`config.mk`:
```
export PLATFORM = sky130hd
export DESIGN_NAME = umi_endpoint
export DESIGN_NICKNAME = d
export VERILOG_FILES = /design/src/hw/umi_pkg.sv /design/src/hw/umi_endpoint.sv
export SDC_FILE = /design/constraint.sdc
export NUM_CORES = 1
export LEC_CHECK = 0
export ABC_CLOCK_PERIOD_IN_PS = 14820
export BUFFER_PORTS_ARGS = -buffer_cell sky130_fd_sc_hd__buf_2
export CORE_AREA = 2 2 279 281
export CTS_CLUSTER_DIAMETER = 30
export DETAILED_ROUTE_END_ITERATION = 10
export DIE_AREA = 0 0 281 283
export PLACE_DENSITY_LB_ADDON = 0.15
export SKIP_LAST_GASP = 1
export SLEW_MARGIN = 20
export SYNTH_ARGS = -nofsm -noshare
export SYNTH_HDL_FRONTEND = slang
export SYNTH_SLANG_ARGS = --single-unit
```
`constraint.sdc`:
```
create_clock -name clk -period 14.82 [get_ports clk]
set_input_delay 2.223 -clock clk [delete_from_list [all_inputs] [get_ports clk]]
set_output_delay 2.223 -clock clk [all_outputs]
set_load 0.02 [all_outputs]
```
`src/hw/umi_pkg.sv`:
```
// shared packet layout for the umi endpoint
package umi_pkg;

   //####################################################################
   // default widths
   //####################################################################

   localparam int UW = 256; // full packet
   localparam int AW = 64;  // address fields
   localparam int DW = 64;  // data used out of the data field

   //####################################################################
   // command word, packet bits 31:0
   //####################################################################

   localparam int CMD_LSB = 0;
   localparam int CMD_MSB = 31;

   // offsets inside the command word
   localparam int WRITE_BIT   = 0;  // set on writes and responses
   localparam int OPCODE_LSB  = 1;
   localparam int OPCODE_MSB  = 7;  // 7 bit opcode
   localparam int SIZE_LSB    = 8;
   localparam int SIZE_MSB    = 11; // 4 bit size
   localparam int OPTIONS_LSB = 12;
   localparam int OPTIONS_MSB = 31; // 20 bit options

   localparam int OPCODE_W  = OPCODE_MSB - OPCODE_LSB + 1;
   localparam int SIZE_W    = SIZE_MSB - SIZE_LSB + 1;
   localparam int OPTIONS_W = OPTIONS_MSB - OPTIONS_LSB + 1;

   //####################################################################
   // address and data fields
   //####################################################################

   localparam int DST_LSB  = 32;  // destination, AW bits
   localparam int SRC_LSB  = 96;  // source / return address, AW bits
   localparam int DATA_LSB = 160; // data, up to 96 bits, DW used

   //####################################################################
   // response encoding
   //####################################################################

   // opcode carried by read responses
   localparam logic [OPCODE_W-1:0] RESP_OPCODE = 7'd0;

   // word granularity of the local bus
   localparam int WORD_SHIFT = 3; // 8 bytes per word

endpackage

```
`src/hw/umi_endpoint.sv`:
```
`timescale 1ns/1ns

// turns merged umi requests into local bus cycles, answers reads
module umi_endpoint
  #(parameter int UW = 256,
    parameter int AW = 64,
    parameter int DW = 64)
   (input  logic          clk,
    input  logic          nreset,
    // merged request from the arbiter
    input  logic          arb_valid,
    input  logic [UW-1:0] arb_packet,
    output logic          arb_ready,
    // read response
    output logic          umi0_out_valid,
    output logic [UW-1:0] umi0_out_packet,
    input  logic          umi0_out_ready,
    // local memory bus
    output logic [AW-1:0] loc_addr,   // byte address
    output logic          loc_write,  // one cycle per accepted write
    output logic          loc_read,   // one cycle per accepted read
    output logic [DW-1:0] loc_wrdata,
    input  logic [DW-1:0] loc_rddata, // combinational from device
    input  logic          loc_ready); // low while device busy

   // request fields
   logic [31:0]                      req_cmd;
   logic                             req_write;
   logic [umi_pkg::SIZE_W-1:0]       req_size;
   logic [umi_pkg::OPTIONS_W-1:0]    req_options;
   logic [AW-1:0]                    req_srcaddr;

   // handshake
   logic                             slot_free;
   logic                             xfer;

   // response registers
   logic [DW-1:0]                    data_q;
   logic [AW-1:0]                    dstaddr_q;
   logic [umi_pkg::SIZE_W-1:0]       size_q;
   logic [umi_pkg::OPTIONS_W-1:0]    options_q;

   //####################################################################
   // unpack request
   //####################################################################

   assign req_cmd     = arb_packet[umi_pkg::CMD_MSB:umi_pkg::CMD_LSB];
   assign req_write   = req_cmd[umi_pkg::WRITE_BIT];
   assign req_size    = req_cmd[umi_pkg::SIZE_MSB:umi_pkg::SIZE_LSB];
   assign req_options = req_cmd[umi_pkg::OPTIONS_MSB:umi_pkg::OPTIONS_LSB];
   assign req_srcaddr = arb_packet[umi_pkg::SRC_LSB +: AW];

   assign loc_addr   = arb_packet[umi_pkg::DST_LSB +: AW];  // straight through
   assign loc_wrdata = arb_packet[umi_pkg::DATA_LSB +: DW]; // low DW bits only

   //####################################################################
   // handshake
   //####################################################################

   // response slot frees up in the same cycle it drains
   assign slot_free = ~umi0_out_valid | umi0_out_ready;

   // writes ignore the response slot, reads wait for it
   assign arb_ready = loc_ready & (req_write | slot_free);
   assign xfer      = arb_valid & arb_ready;

   assign loc_write = xfer & req_write;
   assign loc_read  = xfer & ~req_write;

   //####################################################################
   // response valid
   //####################################################################

   always_ff @(posedge clk or negedge nreset)
   begin
      if (!nreset)
         umi0_out_valid <= 1'b0;
      else if (loc_read)
         umi0_out_valid <= 1'b1; // new read wins over drain of old one
      else if (umi0_out_valid && umi0_out_ready)
         umi0_out_valid <= 1'b0;
   end

   //####################################################################
   // response payload
   //####################################################################

   // captured at the read transfer, held until the next read
   always_ff @(posedge clk)
   begin
      if (loc_read)
      begin
         data_q    <= loc_rddata;
         dstaddr_q <= req_srcaddr; // reply goes back to the requester
         size_q    <= req_size;
         options_q <= req_options;
      end
   end

   // pack response, unused bits stay zero
   always_comb
   begin
      umi0_out_packet = '0;
      umi0_out_packet[umi_pkg::CMD_LSB + umi_pkg::WRITE_BIT] = 1'b1;
      umi0_out_packet[umi_pkg::OPCODE_MSB:umi_pkg::OPCODE_LSB] = umi_pkg::RESP_OPCODE;
      umi0_out_packet[umi_pkg::SIZE_MSB:umi_pkg::SIZE_LSB] = size_q;       // echoed
      umi0_out_packet[umi_pkg::OPTIONS_MSB:umi_pkg::OPTIONS_LSB] = options_q;
      umi0_out_packet[umi_pkg::DST_LSB +: AW] = dstaddr_q;
      umi0_out_packet[umi_pkg::SRC_LSB +: AW] = '0; // endpoint has no address
      umi0_out_packet[umi_pkg::DATA_LSB +: DW] = data_q;
   end

endmodule

```
==> impl_metrics.ini <==
[pwr]
vdd_drop_max_mv = 0.0568
p_comb_share_pct = 7.9
seq_power_share_pct = 47.7
p_sw_uw = 294
powerDensity_nw_per_um2 = 121
internal_power_uw = 742
p_clk_share_pct = 44.5
p_leak_nw = 3.31
p_sw_share_pct = 28.4

[detailed_routing]
wl_met2_um = 9460
first_iter_violations = 89
detail_route.wl_per_cell_um = 12.4
met1_length_um = 6840
route.vias.total = 3383
antenna_left = 0
wl_met3_um = 3010
drc = 0
routed.top_layer = met5
wl_um = 20500
vias_per_cell = 2.05
dr.pass1.iters = 4

[sta]
grt_setup_unrepaired = false
finalCritPeriodShare_pct = 38.5
min_period_ns = 5.71
slew_headroom_pct = 42.3
skew_ns = 0.0128
fmax_mhz = 175
setup_viol = 0
hold_viol = 0
hold_ws_ns = 0.578
tightest_slew_ns = 0.866
slew_violations = 0
setup-tns-final_ns = 0

[layout]
regArea_um2 = 4590
drive_gt1_share_pct = 57.3
area_growth_pct = 33.4
utilization_pct = 11.1
mostFrequentLayoutCells = 313 x buf_2, 152 x edfxtp_1, 104 x conb_1
multiInputGateArea_um2 = 445
final_common_cell = buf_2
fillCellCount = 8740
final_nets = 923
diodes = 0

[global_route]
grt_pass1_vias = 3312
grtUsageTotal_pct = 5.08
grt_pass1_wl_um = 26400
grt_max_degree = 63
grt_overflow = 0
grt_antenna_before_repair = 5

[worst_setup_path]
max_stage_delay_ns = 0.59
ff2ff_setup_slack_ns = 12.32
cp-start-kind = input pin
critPathRequiredTime_ns = 12.60
cp_slowest_cell = buf_4
worstPathMaxFanout = 41
arrival_ns = 3.48
cpMostUsedCell = buf_2
path_delay_family = buffers and inverters
path_cells = buf_2, nand2b_4, nor3b_4, buf_4, buf_2
path_buf_inv = 3
critical_path_class = input pin to output pin
end_kind = output pin

[clocking]
cts.clk_slew.worst_paths_ns = 0.07
clock-sinks = 153
postCtsSetupBuffers = 0
clockRootBuffer = clkbuf_16
cts_tree = built
cts_resized = 0
clk-insertion-delay-late_ns = 0.46
numCtsBuffers = 17
cts.path.max_buffers = 2
htreeDepth = 4
hold_buffers = 0

[synth]
synthTopCellsByArea = edfxtp_1 71%, buf_4 27%, dfrtp_1 0.39%, nand2b_4 0.22%, nor3b_2 0.20%
yosysSeqAreaShare_pct = 71.9
syn-cell-area_um2 = 6390
ys.warnings.count = 0
yosys.area.top_type_share_pct = 71.5
synth.ff_latch_count = 153
syn_avg_cell_area_um2 = 16.3
syn-instance-count = 393
synth_largest_area_cell = edfxtp_1
synth_cell_type_count = 10

[floorplanning]
start_util_pct = 8.33
rows = 102
dieWidth_um = 281
die_h_um = 283
top_level_ports = 713
core_um2 = 76700
dieArea_um2 = 79500

[place]
place.gp.congestion = 0.647
port_buffers = 313
hpwl_um = 15700

[hold_path]
hp-class = flop to flop

[outcome]
outcome = finished clean

[job]
cap_violations = 0
==> worst reg2reg max path: stages, from the launching register on <==
cell and delay (ns):
dfrtp_1 0.41, nand2b_4 0.09, nor3b_4 0.16, buf_4 0.59, buf_4 0.79
==> cells in the mapped netlist <==
cell type,instances
edfxtp_1,152
nand2b_4,1
o21a_1,1
buf_4,232
conb_1,2
and3_1,1
nand2_1,1
o21ai_1,1
dfrtp_1,1
nor3b_2,1
==> power groups by stage <==
stage / combinational (mW) / sequential, mW / clock (mW)
global placement: 0.0833 / 0.504 / 0
global route: 0.0884 / 0.495 / 0.505
CTS: 0.0831 / 0.494 / 0.498
detailed placement: 0.0832 / 0.504 / 0
finish: 0.0816 / 0.493 / 0.460
floorplan: 0.100 / 0.522 / 0
==> metrics by stage <==
stage / setup slack [ns] / area [µm²] / total power, mW / cells
after global routing: 8.97 / 8520 / 1.09 / 1651
after global placement: 9.03 / 7930 / 0.587 / 1619
after CTS: 9.03 / 8520 / 1.08 / 1651
final: 9.11 / 8520 / 1.04 / 1651
after detailed placement: 9.04 / 7930 / 0.587 / 1619
after floorplan: 4.25 / 6770 / 0.622 / 495
==> area by class of cell <==
type,count,share of cell area [%]
Clock buffer,17,4.99
Sequential cell,153,53.8
Clock inverter,15,2.03
Tap cell,1040,15.3
Multi-Input combinational cell,110,5.23
Timing Repair Buffer,316,18.6
==> path summary, 6_finish.rpt <==
kind                                start        endpoint  cells past startpoint
max                        umi0_out_ready        loc_read                      5
min                        umi0_out_valid  umi0_out_valid                      2
max reg2reg                umi0_out_valid   dstaddr_q[38]                      4
min reg2reg                umi0_out_valid  umi0_out_valid                      2
max in group asynchronous          nreset  umi0_out_valid                      1
min in group asynchronous          nreset  umi0_out_valid                      1
==> sequential cells by signal, indices dropped and copies added, names as in the netlist <==
name,flops
size_q,4
dstaddr_q,64
data_q,64
options_q,20
umi0_out_valid,1
==> per-layer routing <==
layer  track usage, %  vias up
li1                 -     1430
met1             4.50     1539
met2             7.91      325
met3             3.40       85
met4             4.30        4
met5                0        -
==> kinds of logic (layout without fill, tap and decap cells) <==
logic type / count (synthesis) / after routing / synth area share [%]
buffers and inverters: 232 / 348 / 27.3
other: 2 / 104 / 0.118
DFF: 153 / 153 / 71.9
and+or+nand+nor: 4 / 4 / 0.568
AOI/OAI and AO/OA: 2 / 2 / 0.196
(Power assumes the default switching activity.)
